===== config.mk =====
export PLATFORM = sky130hd
export DESIGN_NAME = executeSlice
export DESIGN_NICKNAME = d
export VERILOG_FILES = /design/src/logic/coreDecodePkg.sv /design/src/logic/arithmeticLogicUnit.sv /design/src/logic/branchResolver.sv /design/src/logic/executeSlice.sv /design/src/logic/loadStoreAligner.sv /design/src/logic/mainController.sv /design/src/logic/resultRegister.sv
export SDC_FILE = /design/constraint.sdc
export NUM_CORES = 1
export LEC_CHECK = 0
export BUFFER_PORTS_ARGS = -buffer_cell sky130_fd_sc_hd__buf_2
export CAP_MARGIN = 20
export CORE_UTILIZATION = 37
export CTS_BUF_LIST = sky130_fd_sc_hd__clkbuf_4 sky130_fd_sc_hd__clkbuf_8 sky130_fd_sc_hd__clkbuf_16
export DETAILED_ROUTE_END_ITERATION = 6
export PLACE_DENSITY = 0.66
export SETUP_SLACK_MARGIN = 0.02
export SYNTH_ARGS = -nofsm -noshare
export SYNTH_HDL_FRONTEND = slang
export SYNTH_SLANG_ARGS = --single-unit
export TNS_END_PERCENT = 5

===== constraint.sdc =====
create_clock -name clk -period 17.2 [get_ports clk]
set_clock_uncertainty 0.1 [all_clocks]
set_input_delay 1.72 -clock clk [delete_from_list [all_inputs] [get_ports clk]]
set_output_delay 1.72 -clock clk [all_outputs]
set_load 0.03 [all_outputs]

===== src/logic/coreDecodePkg.sv =====
package coreDecodePkg;

	////////////////////////////////////////////////////////////
	// Opcode field
	////////////////////////////////////////////////////////////
	localparam logic [5:0] opcodeSpecial = 6'h00;
	localparam logic [5:0] opcodeRegimm  = 6'h01;
	localparam logic [5:0] opcodeJ       = 6'h02;
	localparam logic [5:0] opcodeJal     = 6'h03;
	localparam logic [5:0] opcodeBeq     = 6'h04;
	localparam logic [5:0] opcodeBne     = 6'h05;
	localparam logic [5:0] opcodeBlez    = 6'h06;
	localparam logic [5:0] opcodeBgtz    = 6'h07;
	localparam logic [5:0] opcodeAddi    = 6'h08;
	localparam logic [5:0] opcodeAddiu   = 6'h09;
	localparam logic [5:0] opcodeSlti    = 6'h0a;
	localparam logic [5:0] opcodeSltiu   = 6'h0b;
	localparam logic [5:0] opcodeAndi    = 6'h0c;
	localparam logic [5:0] opcodeOri     = 6'h0d;
	localparam logic [5:0] opcodeXori    = 6'h0e;
	localparam logic [5:0] opcodeLui     = 6'h0f;
	localparam logic [5:0] opcodeLb      = 6'h20;
	localparam logic [5:0] opcodeLh      = 6'h21;
	localparam logic [5:0] opcodeLw      = 6'h23;
	localparam logic [5:0] opcodeLbu     = 6'h24;
	localparam logic [5:0] opcodeLhu     = 6'h25;
	localparam logic [5:0] opcodeSb      = 6'h28;
	localparam logic [5:0] opcodeSh      = 6'h29;
	localparam logic [5:0] opcodeSw      = 6'h2b;

	// Funct field under SPECIAL
	localparam logic [5:0] functSll  = 6'h00;
	localparam logic [5:0] functSrl  = 6'h02;
	localparam logic [5:0] functSra  = 6'h03;
	localparam logic [5:0] functSllv = 6'h04;
	localparam logic [5:0] functSrlv = 6'h06;
	localparam logic [5:0] functSrav = 6'h07;
	localparam logic [5:0] functJr   = 6'h08;
	localparam logic [5:0] functJalr = 6'h09;
	localparam logic [5:0] functAdd  = 6'h20;
	localparam logic [5:0] functAddu = 6'h21;
	localparam logic [5:0] functSub  = 6'h22;
	localparam logic [5:0] functSubu = 6'h23;
	localparam logic [5:0] functAnd  = 6'h24;
	localparam logic [5:0] functOr   = 6'h25;
	localparam logic [5:0] functXor  = 6'h26;
	localparam logic [5:0] functNor  = 6'h27;
	localparam logic [5:0] functSlt  = 6'h2a;
	localparam logic [5:0] functSltu = 6'h2b;

	// Rt field under REGIMM
	localparam logic [4:0] rtBltz = 5'h00;
	localparam logic [4:0] rtBgez = 5'h01;

	////////////////////////////////////////////////////////////
	// Datapath control codes
	////////////////////////////////////////////////////////////
	typedef enum logic [3:0] {
		aluAdd, aluSub, aluAnd, aluOr, aluXor, aluNor,
		aluSll, aluSrl, aluSra, aluSllv, aluSrlv, aluSrav,
		aluLt, aluLtu, aluPassB
	} aluOp;

	typedef enum logic [1:0] {extZero, extSign, extUpper} extMode;

	typedef enum logic [2:0] {
		accNone, accByte, accByteU, accHalf, accHalfU, accWord
	} accessSize;

	typedef enum logic [1:0] {resAlu, resLink, resLoad} resultSel;

	typedef enum logic [2:0] {
		brNone, brEq, brNe, brLez, brGtz, brLtz, brGez
	} branchKind;

	// One instruction word, three field layouts
	typedef union packed {
		struct packed {
			logic [5:0] opcode;
			logic [4:0] rs;
			logic [4:0] rt;
			logic [4:0] rd;
			logic [4:0] shamt;
			logic [5:0] funct;
		} rType;
		struct packed {
			logic [5:0]  opcode;
			logic [4:0]  rs;
			logic [4:0]  rt;
			logic [15:0] immediate;
		} iType;
		struct packed {
			logic [5:0]  opcode;
			logic [25:0] index;
		} jType;
	} instrWord;

endpackage


===== src/logic/arithmeticLogicUnit.sv =====
`timescale 1ns/1ps

module arithmeticLogicUnit (
	input  coreDecodePkg::instrWord instr,
	input  logic [31:0]             rsValue,
	input  logic [31:0]             rtValue,
	input  coreDecodePkg::aluOp     aluOp,
	input  coreDecodePkg::extMode   extMode,
	input  logic                    aluBSel,
	output logic [31:0]             aluResult
);

	logic [15:0] immediate;
	logic [31:0] extImmediate;
	logic [31:0] operandB;
	logic [4:0]  shiftAmount;
	logic [4:0]  varAmount;

	assign immediate = instr.iType.immediate;

	// Immediate extension
	always_comb
	begin
		case (extMode)
			coreDecodePkg::extSign:  extImmediate = {{16{immediate[15]}}, immediate};
			coreDecodePkg::extUpper: extImmediate = {immediate, 16'h0000};
			default:                 extImmediate = {16'h0000, immediate};
		endcase
	end

	assign operandB = aluBSel ? extImmediate : rtValue;

	assign shiftAmount = instr.rType.shamt;
	assign varAmount   = rsValue[4:0];

	////////////////////////////////////////////////////////////
	// Operation select
	////////////////////////////////////////////////////////////
	always_comb
	begin
		case (aluOp)
			coreDecodePkg::aluAdd:   aluResult = rsValue + operandB;
			coreDecodePkg::aluSub:   aluResult = rsValue - operandB;
			coreDecodePkg::aluAnd:   aluResult = rsValue & operandB;
			coreDecodePkg::aluOr:    aluResult = rsValue | operandB;
			coreDecodePkg::aluXor:   aluResult = rsValue ^ operandB;
			coreDecodePkg::aluNor:   aluResult = ~(rsValue | operandB);
			coreDecodePkg::aluSll:   aluResult = operandB << shiftAmount;
			coreDecodePkg::aluSrl:   aluResult = operandB >> shiftAmount;
			coreDecodePkg::aluSra:   aluResult = $signed(operandB) >>> shiftAmount;
			coreDecodePkg::aluSllv:  aluResult = operandB << varAmount;
			coreDecodePkg::aluSrlv:  aluResult = operandB >> varAmount;
			coreDecodePkg::aluSrav:  aluResult = $signed(operandB) >>> varAmount;
			coreDecodePkg::aluLt:
				aluResult = {31'd0, $signed(rsValue) < $signed(operandB)};
			coreDecodePkg::aluLtu:   aluResult = {31'd0, rsValue < operandB};
			// LUI, immediate already in the upper half
			coreDecodePkg::aluPassB: aluResult = operandB;
			default:                 aluResult = 32'd0;
		endcase
	end

endmodule


===== src/logic/branchResolver.sv =====
`timescale 1ns/1ps

module branchResolver (
	input  coreDecodePkg::instrWord  instr,
	input  logic [31:0]              rsValue,
	input  logic [31:0]              rtValue,
	input  logic [31:0]              pc,
	input  coreDecodePkg::branchKind branchKind,
	input  logic                     jump,
	input  logic                     jumpReg,
	output logic [31:0]              nextPc,
	output logic [31:0]              linkAddress,
	output logic                     branchTaken
);

	logic [31:0] pcPlus4;
	logic [31:0] branchTarget;
	logic [31:0] jumpTarget;
	logic        condTaken;

	assign pcPlus4      = pc + 32'd4;
	assign branchTarget = pcPlus4 + {{14{instr.iType.immediate[15]}}, instr.iType.immediate, 2'b00};
	// Stays inside the current 256 MB region
	assign jumpTarget   = {pcPlus4[31:28], instr.jType.index, 2'b00};
	assign linkAddress  = pc + 32'd8;

	always_comb
	begin
		case (branchKind)
			coreDecodePkg::brEq:  condTaken = (rsValue == rtValue);
			coreDecodePkg::brNe:  condTaken = (rsValue != rtValue);
			coreDecodePkg::brLez: condTaken = rsValue[31] | (rsValue == 32'd0);
			coreDecodePkg::brGtz: condTaken = ~rsValue[31] & (rsValue != 32'd0);
			coreDecodePkg::brLtz: condTaken = rsValue[31];
			coreDecodePkg::brGez: condTaken = ~rsValue[31];
			default:              condTaken = 1'b0;
		endcase
	end

	// Jumps take priority over the condition path
	always_comb
	begin
		if (jump)
			nextPc = jumpReg ? rsValue : jumpTarget;
		else if (condTaken)
			nextPc = branchTarget;
		else
			nextPc = pcPlus4;
	end

	assign branchTaken = jump | condTaken;

endmodule


===== src/logic/executeSlice.sv =====
`timescale 1ns/1ps

module executeSlice (
	input  logic                    clk,
	input  logic                    reset,
	input  logic                    instrValid,
	input  coreDecodePkg::instrWord instr,
	input  logic [31:0]             rsValue,
	input  logic [31:0]             rtValue,
	input  logic [31:0]             pc,
	input  logic [31:0]             memReadWord,
	output logic                    resultValid,
	output logic [31:0]             result,
	output logic [4:0]              destReg,
	output logic                    regWrite,
	output logic                    memWrite,
	output logic [3:0]              byteEnable,
	output logic [31:0]             storeData,
	output logic [31:0]             nextPc,
	output logic                    branchTaken
);

	// Decoder controls
	coreDecodePkg::aluOp      aluOp;
	coreDecodePkg::extMode    extMode;
	coreDecodePkg::accessSize accessSize;
	coreDecodePkg::resultSel  resultSel;
	coreDecodePkg::branchKind branchKind;
	logic                     aluBSel;
	logic                     jump;
	logic                     jumpReg;
	logic                     decRegWrite;
	logic                     decMemWrite;
	logic [4:0]               decDestReg;

	// Datapath values ahead of the register
	logic [31:0] aluResult;
	logic [31:0] exNextPc;
	logic [31:0] linkAddress;
	logic        exBranchTaken;
	logic [3:0]  exByteEnable;
	logic [31:0] exStoreData;
	logic [31:0] loadValue;

	mainController controller (
		.instr      (instr),
		.aluOp      (aluOp),
		.extMode    (extMode),
		.aluBSel    (aluBSel),
		.accessSize (accessSize),
		.resultSel  (resultSel),
		.branchKind (branchKind),
		.jump       (jump),
		.jumpReg    (jumpReg),
		.regWrite   (decRegWrite),
		.memWrite   (decMemWrite),
		.destReg    (decDestReg)
	);

	arithmeticLogicUnit alu (
		.instr     (instr),
		.rsValue   (rsValue),
		.rtValue   (rtValue),
		.aluOp     (aluOp),
		.extMode   (extMode),
		.aluBSel   (aluBSel),
		.aluResult (aluResult)
	);

	branchResolver branch (
		.instr       (instr),
		.rsValue     (rsValue),
		.rtValue     (rtValue),
		.pc          (pc),
		.branchKind  (branchKind),
		.jump        (jump),
		.jumpReg     (jumpReg),
		.nextPc      (exNextPc),
		.linkAddress (linkAddress),
		.branchTaken (exBranchTaken)
	);

	////////////////////////////////////////////////////////////
	// Memory lanes and output stage
	////////////////////////////////////////////////////////////
	loadStoreAligner aligner (
		.address     (aluResult),
		.rtValue     (rtValue),
		.memReadWord (memReadWord),
		.accessSize  (accessSize),
		.memWrite    (decMemWrite),
		.byteEnable  (exByteEnable),
		.storeData   (exStoreData),
		.loadValue   (loadValue)
	);

	resultRegister outputStage (
		.clk            (clk),
		.reset          (reset),
		.instrValid     (instrValid),
		.resultSel      (resultSel),
		.aluResult      (aluResult),
		.linkAddress    (linkAddress),
		.loadValue      (loadValue),
		.destReg        (decDestReg),
		.regWrite       (decRegWrite),
		.memWrite       (decMemWrite),
		.byteEnable     (exByteEnable),
		.storeData      (exStoreData),
		.nextPc         (exNextPc),
		.branchTaken    (exBranchTaken),
		.resultValid    (resultValid),
		.result         (result),
		.destRegOut     (destReg),
		.regWriteOut    (regWrite),
		.memWriteOut    (memWrite),
		.byteEnableOut  (byteEnable),
		.storeDataOut   (storeData),
		.nextPcOut      (nextPc),
		.branchTakenOut (branchTaken)
	);

endmodule


===== src/logic/loadStoreAligner.sv =====
`timescale 1ns/1ps

module loadStoreAligner (
	input  logic [31:0]              address,
	input  logic [31:0]              rtValue,
	input  logic [31:0]              memReadWord,
	input  coreDecodePkg::accessSize accessSize,
	input  logic                     memWrite,
	output logic [3:0]               byteEnable,
	output logic [31:0]              storeData,
	output logic [31:0]              loadValue
);

	logic [1:0]  offset;
	logic [3:0]  laneMask;
	logic [31:0] shiftedWord;
	logic [7:0]  loadByte;
	logic [15:0] loadHalf;

	assign offset = address[1:0];

	////////////////////////////////////////////////////////////
	// Store side
	////////////////////////////////////////////////////////////
	always_comb
	begin
		case (accessSize)
			coreDecodePkg::accByte, coreDecodePkg::accByteU:
			begin
				laneMask  = 4'b0001 << offset;
				storeData = {4{rtValue[7:0]}};
			end
			coreDecodePkg::accHalf, coreDecodePkg::accHalfU:
			begin
				laneMask  = offset[1] ? 4'b1100 : 4'b0011;
				storeData = {2{rtValue[15:0]}};
			end
			coreDecodePkg::accWord:
			begin
				laneMask  = 4'b1111;
				storeData = rtValue;
			end
			default:
			begin
				laneMask  = 4'b0000;
				storeData = rtValue;
			end
		endcase
	end

	assign byteEnable = memWrite ? laneMask : 4'b0000;

	// Load side, little-endian lanes
	assign shiftedWord = memReadWord >> {offset, 3'b000};
	assign loadByte    = shiftedWord[7:0];
	assign loadHalf    = offset[1] ? memReadWord[31:16] : memReadWord[15:0];

	always_comb
	begin
		case (accessSize)
			coreDecodePkg::accByte:  loadValue = {{24{loadByte[7]}}, loadByte};
			coreDecodePkg::accByteU: loadValue = {24'd0, loadByte};
			coreDecodePkg::accHalf:  loadValue = {{16{loadHalf[15]}}, loadHalf};
			coreDecodePkg::accHalfU: loadValue = {16'd0, loadHalf};
			default:                 loadValue = memReadWord;
		endcase
	end

endmodule


===== src/logic/mainController.sv =====
`timescale 1ns/1ps

module mainController (
	input  coreDecodePkg::instrWord  instr,
	output coreDecodePkg::aluOp      aluOp,
	output coreDecodePkg::extMode    extMode,
	output logic                     aluBSel,
	output coreDecodePkg::accessSize accessSize,
	output coreDecodePkg::resultSel  resultSel,
	output coreDecodePkg::branchKind branchKind,
	output logic                     jump,
	output logic                     jumpReg,
	output logic                     regWrite,
	output logic                     memWrite,
	output logic [4:0]               destReg
);

	always_comb
	begin
		// Anything not listed below stays all-inactive
		aluOp      = coreDecodePkg::aluAdd;
		extMode    = coreDecodePkg::extZero;
		aluBSel    = 1'b0;
		accessSize = coreDecodePkg::accNone;
		resultSel  = coreDecodePkg::resAlu;
		branchKind = coreDecodePkg::brNone;
		jump       = 1'b0;
		jumpReg    = 1'b0;
		regWrite   = 1'b0;
		memWrite   = 1'b0;
		destReg    = 5'd0;

		case (instr.rType.opcode)
			coreDecodePkg::opcodeSpecial:
			begin
				destReg = instr.rType.rd;
				regWrite = 1'b1;
				case (instr.rType.funct)
					coreDecodePkg::functAdd,
					coreDecodePkg::functAddu: aluOp = coreDecodePkg::aluAdd;
					coreDecodePkg::functSub,
					coreDecodePkg::functSubu: aluOp = coreDecodePkg::aluSub;
					coreDecodePkg::functAnd:  aluOp = coreDecodePkg::aluAnd;
					coreDecodePkg::functOr:   aluOp = coreDecodePkg::aluOr;
					coreDecodePkg::functXor:  aluOp = coreDecodePkg::aluXor;
					coreDecodePkg::functNor:  aluOp = coreDecodePkg::aluNor;
					coreDecodePkg::functSll:  aluOp = coreDecodePkg::aluSll;
					coreDecodePkg::functSrl:  aluOp = coreDecodePkg::aluSrl;
					coreDecodePkg::functSra:  aluOp = coreDecodePkg::aluSra;
					coreDecodePkg::functSllv: aluOp = coreDecodePkg::aluSllv;
					coreDecodePkg::functSrlv: aluOp = coreDecodePkg::aluSrlv;
					coreDecodePkg::functSrav: aluOp = coreDecodePkg::aluSrav;
					coreDecodePkg::functSlt:  aluOp = coreDecodePkg::aluLt;
					coreDecodePkg::functSltu: aluOp = coreDecodePkg::aluLtu;
					coreDecodePkg::functJr:
					begin
						jump     = 1'b1;
						jumpReg  = 1'b1;
						regWrite = 1'b0;
						destReg  = 5'd0;
					end
					coreDecodePkg::functJalr:
					begin
						jump      = 1'b1;
						jumpReg   = 1'b1;
						resultSel = coreDecodePkg::resLink;
					end
					// MULT, DIV, MFHI and friends land here
					default:
					begin
						regWrite = 1'b0;
						destReg  = 5'd0;
					end
				endcase
			end

			////////////////////////////////////////////////////////////
			// Immediate arithmetic and logic
			////////////////////////////////////////////////////////////
			coreDecodePkg::opcodeAddi, coreDecodePkg::opcodeAddiu,
			coreDecodePkg::opcodeSlti, coreDecodePkg::opcodeSltiu,
			coreDecodePkg::opcodeAndi, coreDecodePkg::opcodeOri,
			coreDecodePkg::opcodeXori, coreDecodePkg::opcodeLui:
			begin
				aluBSel  = 1'b1;
				regWrite = 1'b1;
				destReg  = instr.rType.rt;
				case (instr.rType.opcode)
					coreDecodePkg::opcodeSlti:  aluOp = coreDecodePkg::aluLt;
					coreDecodePkg::opcodeSltiu: aluOp = coreDecodePkg::aluLtu;
					coreDecodePkg::opcodeAndi:  aluOp = coreDecodePkg::aluAnd;
					coreDecodePkg::opcodeOri:   aluOp = coreDecodePkg::aluOr;
					coreDecodePkg::opcodeXori:  aluOp = coreDecodePkg::aluXor;
					coreDecodePkg::opcodeLui:   aluOp = coreDecodePkg::aluPassB;
					default:                    aluOp = coreDecodePkg::aluAdd;
				endcase
				case (instr.rType.opcode)
					coreDecodePkg::opcodeAndi, coreDecodePkg::opcodeOri,
					coreDecodePkg::opcodeXori: extMode = coreDecodePkg::extZero;
					coreDecodePkg::opcodeLui:  extMode = coreDecodePkg::extUpper;
					default:                   extMode = coreDecodePkg::extSign;
				endcase
			end

			// Loads and stores share the address adder
			coreDecodePkg::opcodeLb, coreDecodePkg::opcodeLbu,
			coreDecodePkg::opcodeLh, coreDecodePkg::opcodeLhu,
			coreDecodePkg::opcodeLw:
			begin
				extMode   = coreDecodePkg::extSign;
				aluBSel   = 1'b1;
				resultSel = coreDecodePkg::resLoad;
				regWrite  = 1'b1;
				destReg   = instr.rType.rt;
				case (instr.rType.opcode)
					coreDecodePkg::opcodeLb:  accessSize = coreDecodePkg::accByte;
					coreDecodePkg::opcodeLbu: accessSize = coreDecodePkg::accByteU;
					coreDecodePkg::opcodeLh:  accessSize = coreDecodePkg::accHalf;
					coreDecodePkg::opcodeLhu: accessSize = coreDecodePkg::accHalfU;
					default:                  accessSize = coreDecodePkg::accWord;
				endcase
			end
			coreDecodePkg::opcodeSb, coreDecodePkg::opcodeSh, coreDecodePkg::opcodeSw:
			begin
				extMode  = coreDecodePkg::extSign;
				aluBSel  = 1'b1;
				memWrite = 1'b1;
				case (instr.rType.opcode)
					coreDecodePkg::opcodeSb: accessSize = coreDecodePkg::accByte;
					coreDecodePkg::opcodeSh: accessSize = coreDecodePkg::accHalf;
					default:                 accessSize = coreDecodePkg::accWord;
				endcase
			end

			////////////////////////////////////////////////////////////
			// Branches and jumps
			////////////////////////////////////////////////////////////
			coreDecodePkg::opcodeBeq:  branchKind = coreDecodePkg::brEq;
			coreDecodePkg::opcodeBne:  branchKind = coreDecodePkg::brNe;
			coreDecodePkg::opcodeBlez: branchKind = coreDecodePkg::brLez;
			coreDecodePkg::opcodeBgtz: branchKind = coreDecodePkg::brGtz;
			coreDecodePkg::opcodeRegimm:
			begin
				case (instr.rType.rt)
					coreDecodePkg::rtBltz: branchKind = coreDecodePkg::brLtz;
					coreDecodePkg::rtBgez: branchKind = coreDecodePkg::brGez;
					default:               branchKind = coreDecodePkg::brNone;
				endcase
			end
			coreDecodePkg::opcodeJ:    jump = 1'b1;
			coreDecodePkg::opcodeJal:
			begin
				jump      = 1'b1;
				resultSel = coreDecodePkg::resLink;
				regWrite  = 1'b1;
				destReg   = 5'd31;
			end
			default:
			begin
				// COP0 and unknown opcodes
				jump = 1'b0;
			end
		endcase
	end

endmodule


===== src/logic/resultRegister.sv =====
`timescale 1ns/1ps

module resultRegister (
	input  logic                    clk,
	input  logic                    reset,
	input  logic                    instrValid,
	input  coreDecodePkg::resultSel resultSel,
	input  logic [31:0]             aluResult,
	input  logic [31:0]             linkAddress,
	input  logic [31:0]             loadValue,
	input  logic [4:0]              destReg,
	input  logic                    regWrite,
	input  logic                    memWrite,
	input  logic [3:0]              byteEnable,
	input  logic [31:0]             storeData,
	input  logic [31:0]             nextPc,
	input  logic                    branchTaken,
	output logic                    resultValid,
	output logic [31:0]             result,
	output logic [4:0]              destRegOut,
	output logic                    regWriteOut,
	output logic                    memWriteOut,
	output logic [3:0]              byteEnableOut,
	output logic [31:0]             storeDataOut,
	output logic [31:0]             nextPcOut,
	output logic                    branchTakenOut
);

	logic [31:0] writeBack;

	// Write-back source
	always_comb
	begin
		case (resultSel)
			coreDecodePkg::resLink: writeBack = linkAddress;
			coreDecodePkg::resLoad: writeBack = loadValue;
			default:                writeBack = aluResult;
		endcase
	end

	// Enables, cleared on idle cycles
	always_ff @(posedge clk)
	begin
		if (reset)
		begin
			resultValid    <= 1'b0;
			regWriteOut    <= 1'b0;
			memWriteOut    <= 1'b0;
			byteEnableOut  <= 4'b0000;
			branchTakenOut <= 1'b0;
		end
		else
		begin
			resultValid    <= instrValid;
			regWriteOut    <= instrValid & regWrite;
			memWriteOut    <= instrValid & memWrite;
			byteEnableOut  <= instrValid ? byteEnable : 4'b0000;
			branchTakenOut <= instrValid & branchTaken;
		end
	end

	// Payload holds its value between strobes
	always_ff @(posedge clk)
	begin
		if (instrValid)
		begin
			result       <= writeBack;
			destRegOut   <= destReg;
			storeDataOut <= storeData;
			nextPcOut    <= nextPc;
		end
	end

endmodule


==> flow_summary.toml, run 1 <==
[pwr]
power_leakage_nw = 9.27
p_per_area_nw_per_um2 = 62.4
vdd_drop_max_mv = 0.0518

[clocking]
cts_buffer_depth = 2
numCtsBuffers = 9
clkSinkCount = 109
hold_buffers = 0
clock-root-buffer = "clkbuf_16"
cts_max_level = 3
tritoncts = "done"
clkSlewWorstSetupHoldPaths_ns = 0.09
cts_setup_buffers = 0
cts.repair.resized = 0

[timing]
hold_viol = 0
tightest_slew_ns = 1.37
slew_headroom = 0.0868
finalCritPeriodShare = 0.561
period_minus_slack_ns = 9.65
report.final.slew_viol_count = 0
fin_ws_ns = 7.55
rsz0062_at_grt = "no"
setup_tns_ns = 0
fmax_mhz = 104
setup_viol = 0

[setup_path]
setup.worst_path.start = "instr[26]"
endpoint = "outputStage.result[5]"
path_class = "input port to register"
critPathRequiredTime_ns = 17.22
critPathLaunchType = "input port"
cp_max_fo = 30
cp-end-kind = "register"
worstPathArrival_ns = 9.67

[detailed_routing]
avgRoutedWirePerCell_um = 31.8
route.detailed.drc = 0
drt_iter0_drc = 3767
viasPerCell = 6.83
dr.pass1.iters = 6
num_vias = 24673
ant_nets = 0
drt-total-wl_um = 115000

[run_status]
status = "complete, no violations"

[layout]
nets = 3207
design_area_um2 = 22700
diodes = 0
final_common_cell = "nand2_1"
seq_area_um2 = 3190
final_util = 0.421
n_fill_cell = 5689
drive_gt1_frac = 0.166
final_cell_mix = "nand2_1 (305), buf_2 (271), nor2_1 (257)"
multiInputGateArea_um2 = 16000
area_growth_pct = 11.8

[floorplan]
die_y_um = 236
die_x_um = 236
ios = 272
die-area_um2 = 55900
initial_utilization = 0.377
row_count = 85
core_um2 = 54000

[global_routing]
grt-ovfl-total = 0
antenna_found_initial = 2
first_global_vias = 22368
grt_pass1_wl_um = 162000
grt_use_total = 0.397
grt_start_max_net_pins = 61

[placement]
place.port_buffers = 271
placed_area_um2 = 22400
pre_cts_ws_ns = 7.44
dp_hpwl_um = 90600
routabilityCongestion = 1.08

[synthesis]
synth_seq_cells = 109
synth.distinct_cells = 108
avgSynthCellArea_um2 = 7.39
syn_area_um2 = 20300
synth-edff-count = 101
syn_nets = 3051
ys_seq_area_frac = 0.157
async_flop_share = 0
yosysWarnings = 0
ys.flop_type = "edfxtp_1"
synthCells = 2753

[min_path]
hold_path.class = "input port to register"

[flow_run]
maxCapViolCount = 0
==> power by group <==
group | leakage (nW) | switching, mW | total [mW] | internal, mW
combinational | 8.07 | 0.592 | 0.853 | 0.261
clock | 0.152 | 0.125 | 0.231 | 0.106
sequential | 1.05 | 0.00915 | 0.335 | 0.326
total | 9.27 | 0.726 | 1.42 | 0.693
==> flip-flops by register name (all words and copies together), names as in the netlist <==
name                        flops
outputStage.nextPcOut          32
outputStage.result             32
outputStage.storeDataOut       32
outputStage.destRegOut          5
outputStage.byteEnableOut       4
outputStage.branchTakenOut      1
outputStage.memWriteOut         1
outputStage.regWriteOut         1
outputStage.resultValid         1
==> per-layer routing <==
metal  vias up  global-route usage  share of wire
li1      10658                   -              -
met1     11805               0.522           0.40
met2      1858               0.578           0.42
met3       350               0.111           0.12
met4         2               0.227          0.067
met5         -                   0        0.00011
==> synth_stat cells (15+ instances only) <==
cell / instances / area share
ha_1: 132 / 0.081
nor2_1: 261 / 0.048
xnor2_1: 86 / 0.037
mux2i_1: 169 / 0.083
o221ai_1: 24 / 0.010
o2111a_1: 15 / 0.0083
o211ai_1: 74 / 0.027
nor3_1: 49 / 0.012
a221oi_1: 28 / 0.012
clkbuf_1: 159 / 0.029
nand2b_1: 20 / 0.0061
a21o_1: 37 / 0.014
nand2_1: 306 / 0.056
o2111ai_1: 17 / 0.0073
a31oi_1: 28 / 0.0086
a221o_1: 26 / 0.013
buf_2: 22 / 0.0054
a211oi_1: 71 / 0.026
o21ai_0: 210 / 0.052
a22oi_1: 32 / 0.012
a21oi_1: 230 / 0.057
nor4_1: 26 / 0.0080
o21ai_1: 16 / 0.0039
o31ai_1: 23 / 0.0085
o21bai_1: 22 / 0.0081
o22ai_1: 16 / 0.0049
nand3_1: 57 / 0.014
edfxtp_1: 101 / 0.15
inv_1: 117 / 0.022
xor2_1: 34 / 0.015
or3_1: 17 / 0.0052
mux2_2: 33 / 0.018
nand4_1: 28 / 0.0086
==> stage by stage <==
stage / std cells / hold WS, ns / total power [mW]
2_1_floorplan: 2753 / 1.72 / 0.840
3_3_place_gp: 3592 / 1.90 / 1.16
3_5_place_dp: 3593 / 1.90 / 1.15
4_1_cts: 3609 / 1.48 / 1.38
5_1_grt: 3610 / 1.48 / 1.47
6_report: 3610 / 1.50 / 1.42
==> critical path, cell delays in order <==
cell	delay [ns]
buf_2	0.58
nand4_1	0.16
buf_4	0.31
ha_1	0.70
or2_2	0.40
nand2_1	0.09
o21ai_0	0.75
clkinv_1	0.58
ha_1	0.56
inv_1	0.11
a21oi_1	0.06
nor2_1	0.08
a31oi_1	0.07
a21oi_1	0.36
a221oi_1	0.17
buf_4	0.21
o31ai_1	0.74
a31o_2	0.29
o211a_1	0.15
o2111ai_1	0.12
buf_4	0.23
o21ai_1	0.55
a221oi_1	0.24
a211oi_1	0.31
a31oi_1	0.07
==> cells by family (layout without fill, tap and decap cells) <==
kind of cell / after synthesis / count (layout) / synth area share
xor gates and xnor gates: 120 / 120 / 0.0517
and+or+nand+nor: 846 / 846 / 0.189
muxes: 218 / 218 / 0.117
adders and majority gates: 135 / 135 / 0.0841
DFF: 109 / 109 / 0.157
AOI/OAI and AO/OA: 999 / 999 / 0.336
buffers and inverters: 326 / 487 / 0.0657
==> final cells by class <==
cell class              count  area share
clock buffers               9     0.00990
clock inverters             7     0.00402
inverters                 120      0.0198
multi-input cells        2318       0.701
flip-flops and latches    109       0.140
well taps                 696      0.0383
repair buffers            351      0.0862
==> worst min-delay path by stage <==
stage,start,to,slack (ns),cells past startpoint
final,reset,outputStage.resultValid,1.50,2
after global routing,reset,outputStage.resultValid,1.48,2
after CTS,reset,outputStage.resultValid,1.48,2
after detailed placement,reset,outputStage.resultValid,1.90,2
after global placement,reset,outputStage.resultValid,1.90,2
after floorplan,rtValue[0],outputStage.storeDataOut[0],1.72,0
(Power assumes the default switching activity.)
==> run 2: changes to the inputs <==
--- a/config.mk
+++ b/config.mk
@@ -10,7 +10,7 @@
 export CORE_UTILIZATION = 37
 export CTS_BUF_LIST = sky130_fd_sc_hd__clkbuf_4 sky130_fd_sc_hd__clkbuf_8 sky130_fd_sc_hd__clkbuf_16
 export DETAILED_ROUTE_END_ITERATION = 6
-export PLACE_DENSITY = 0.66
+export PLACE_DENSITY = 0.68
 export SETUP_SLACK_MARGIN = 0.02
 export SYNTH_ARGS = -nofsm -noshare
 export SYNTH_HDL_FRONTEND = slang
==> constraint.sdc (replaced) <==
create_clock -name clk -period 8.4 [get_ports clk]
set_clock_uncertainty 0.1 [all_clocks]
set_input_delay 0.84 -clock clk [delete_from_list [all_inputs] [get_ports clk]]
set_output_delay 0.84 -clock clk [all_outputs]
set_load 0.03 [all_outputs]
==> flow_summary.toml, run 2 (same netlist as run 1, synthesis figures left out) <==
[setup_path]
crit_slowest_cell = "mux2i_2"
critPathRequiredTime_ns = 8.49
path_class = "input port to register"
setup.worst_path.start = "instr[0]"
cp_cell_sequence = "buf_2 > or4bb_1 > a311oi_4 > o21ai_2 > nor4_4 > mux2i_2 > a211oi_1 > o2111ai_1 > o221ai_2 > a2111oi_4 > nand2_4 > mux2_4 > nand4_1 > o2111a_1 > a211oi_1"
worst_path_dominant_cell_family = "compound AO/OA/AOI/OAI gates"
cp_max_fo = 21
path_common_cell = "a211oi_1"
critPathLaunchType = "input port"
slowest_delay_ns = 0.93
worstPathArrival_ns = 7.85
cp-end-kind = "register"
critPathBufInv = 1

[floorplan]
die_x_um = 236
ios = 272
core_um2 = 54000
row_count = 85
die-area_um2 = 55900
initial_utilization = 0.377
die_y_um = 236

[placement]
pre_cts_ws_ns = 0.619
routabilityCongestion = 1.12
dp_hpwl_um = 90300
dp.cells = 3609
place.port_buffers = 271
placed_area_um2 = 22500

[clocking]
hold_buffers = 0
clkSinkCount = 109
cts.repair.resized = 0
cts_buffer_depth = 2
clock-root-buffer = "clkbuf_16"
tritoncts = "done"
cts_setup_buffers = 0
cts_max_level = 3
numCtsBuffers = 9
clkSlewWorstSetupHoldPaths_ns = 0.08

[detailed_routing]
avgRoutedWirePerCell_um = 31.4
drt-total-wl_um = 114000
ant_nets = 0
drt_iter0_drc = 3432
route.detailed.drc = 0
viasPerCell = 6.77
dr.pass1.iters = 7
num_vias = 24570

[pwr]
p_per_area_nw_per_um2 = 127
power_leakage_nw = 9.35
vdd_drop_max_mv = 0.0947

[global_routing]
antenna_found_initial = 5
first_global_vias = 22200
grt_pass1_wl_um = 160000
grt_start_max_net_pins = 62
met1_usage = 0.515
grt_use_met3 = 0.0994
met2_usage = 0.568
grt_use_total = 0.392
grt-ovfl-total = 0
busiest_layer = "met2"

[min_path]
hold_path_startpoint = "rtValue[2]"
hold_path.class = "input port to register"

[layout]
fin_cells = 3628
final_cell_mix = "nand2_1 (306), buf_2 (270), nor2_1 (257)"
final_common_cell = "nand2_1"
area_growth_pct = 12.3
reg_top3 = "outputStage.nextPcOut x32, outputStage.result x32, outputStage.storeDataOut x32"
design_area_um2 = 22800
drive_gt1_frac = 0.170
nets = 3224

[run_status]
status = "complete, no violations"

[timing]
period_minus_slack_ns = 7.77
setup_viol = 0
setup_tns_ns = 0
hold_slack_ns = 0.627
fmax_mhz = 129
slew_headroom = 0.253
finalCritPeriodShare = 0.925
rsz0062_at_grt = "no"
hold_viol = 0
tightest_slew_ns = 1.11
report.final.slew_viol_count = 0
fin_ws_ns = 0.634

[flow_run]
maxCapViolCount = 0
[run 2: metrics by stage]
stage                     utilization  total power [mW]
after floorplan                     -              1.72
final                           0.423              2.91
after CTS                       0.423              2.83
after detailed placement        0.417              2.36
after global routing            0.423              3.00
after global placement          0.417              2.37
[run 2: path summary, 6_finish.rpt]
check  slack, ns                           to  cells past startpoint
min         0.63  outputStage.storeDataOut[2]                      1
max         0.63       outputStage.result[19]                     15
[run 2: cell type report]
cell class                      count  area (um^2)
Fill cell                        5628        31200
Timing Repair Buffer              368         2090
Tap cell                          696          871
Multi-Input combinational cell   2318        15900
Clock inverter                      6         83.8
Sequential cell                   109         3190
Inverter                          120          450
Antenna cell                        1         2.50
Clock buffer                       10          233
[run 2: power by group]
part / internal (mW) / total, mW / leakage, nW / switching [mW]
clock network: 0.241 / 0.474 / 0.149 / 0.233
registers: 0.667 / 0.686 / 1.05 / 0.0185
logic: 0.542 / 1.75 / 8.14 / 1.21
total: 1.45 / 2.91 / 9.35 / 1.46
[run 2: routing by layer]
metal / part of all wire / wire (um)
met5: 0.00057 / 65
met4: 0.073 / 8300
met3: 0.12 / 13100
met2: 0.41 / 46600
met1: 0.40 / 45700
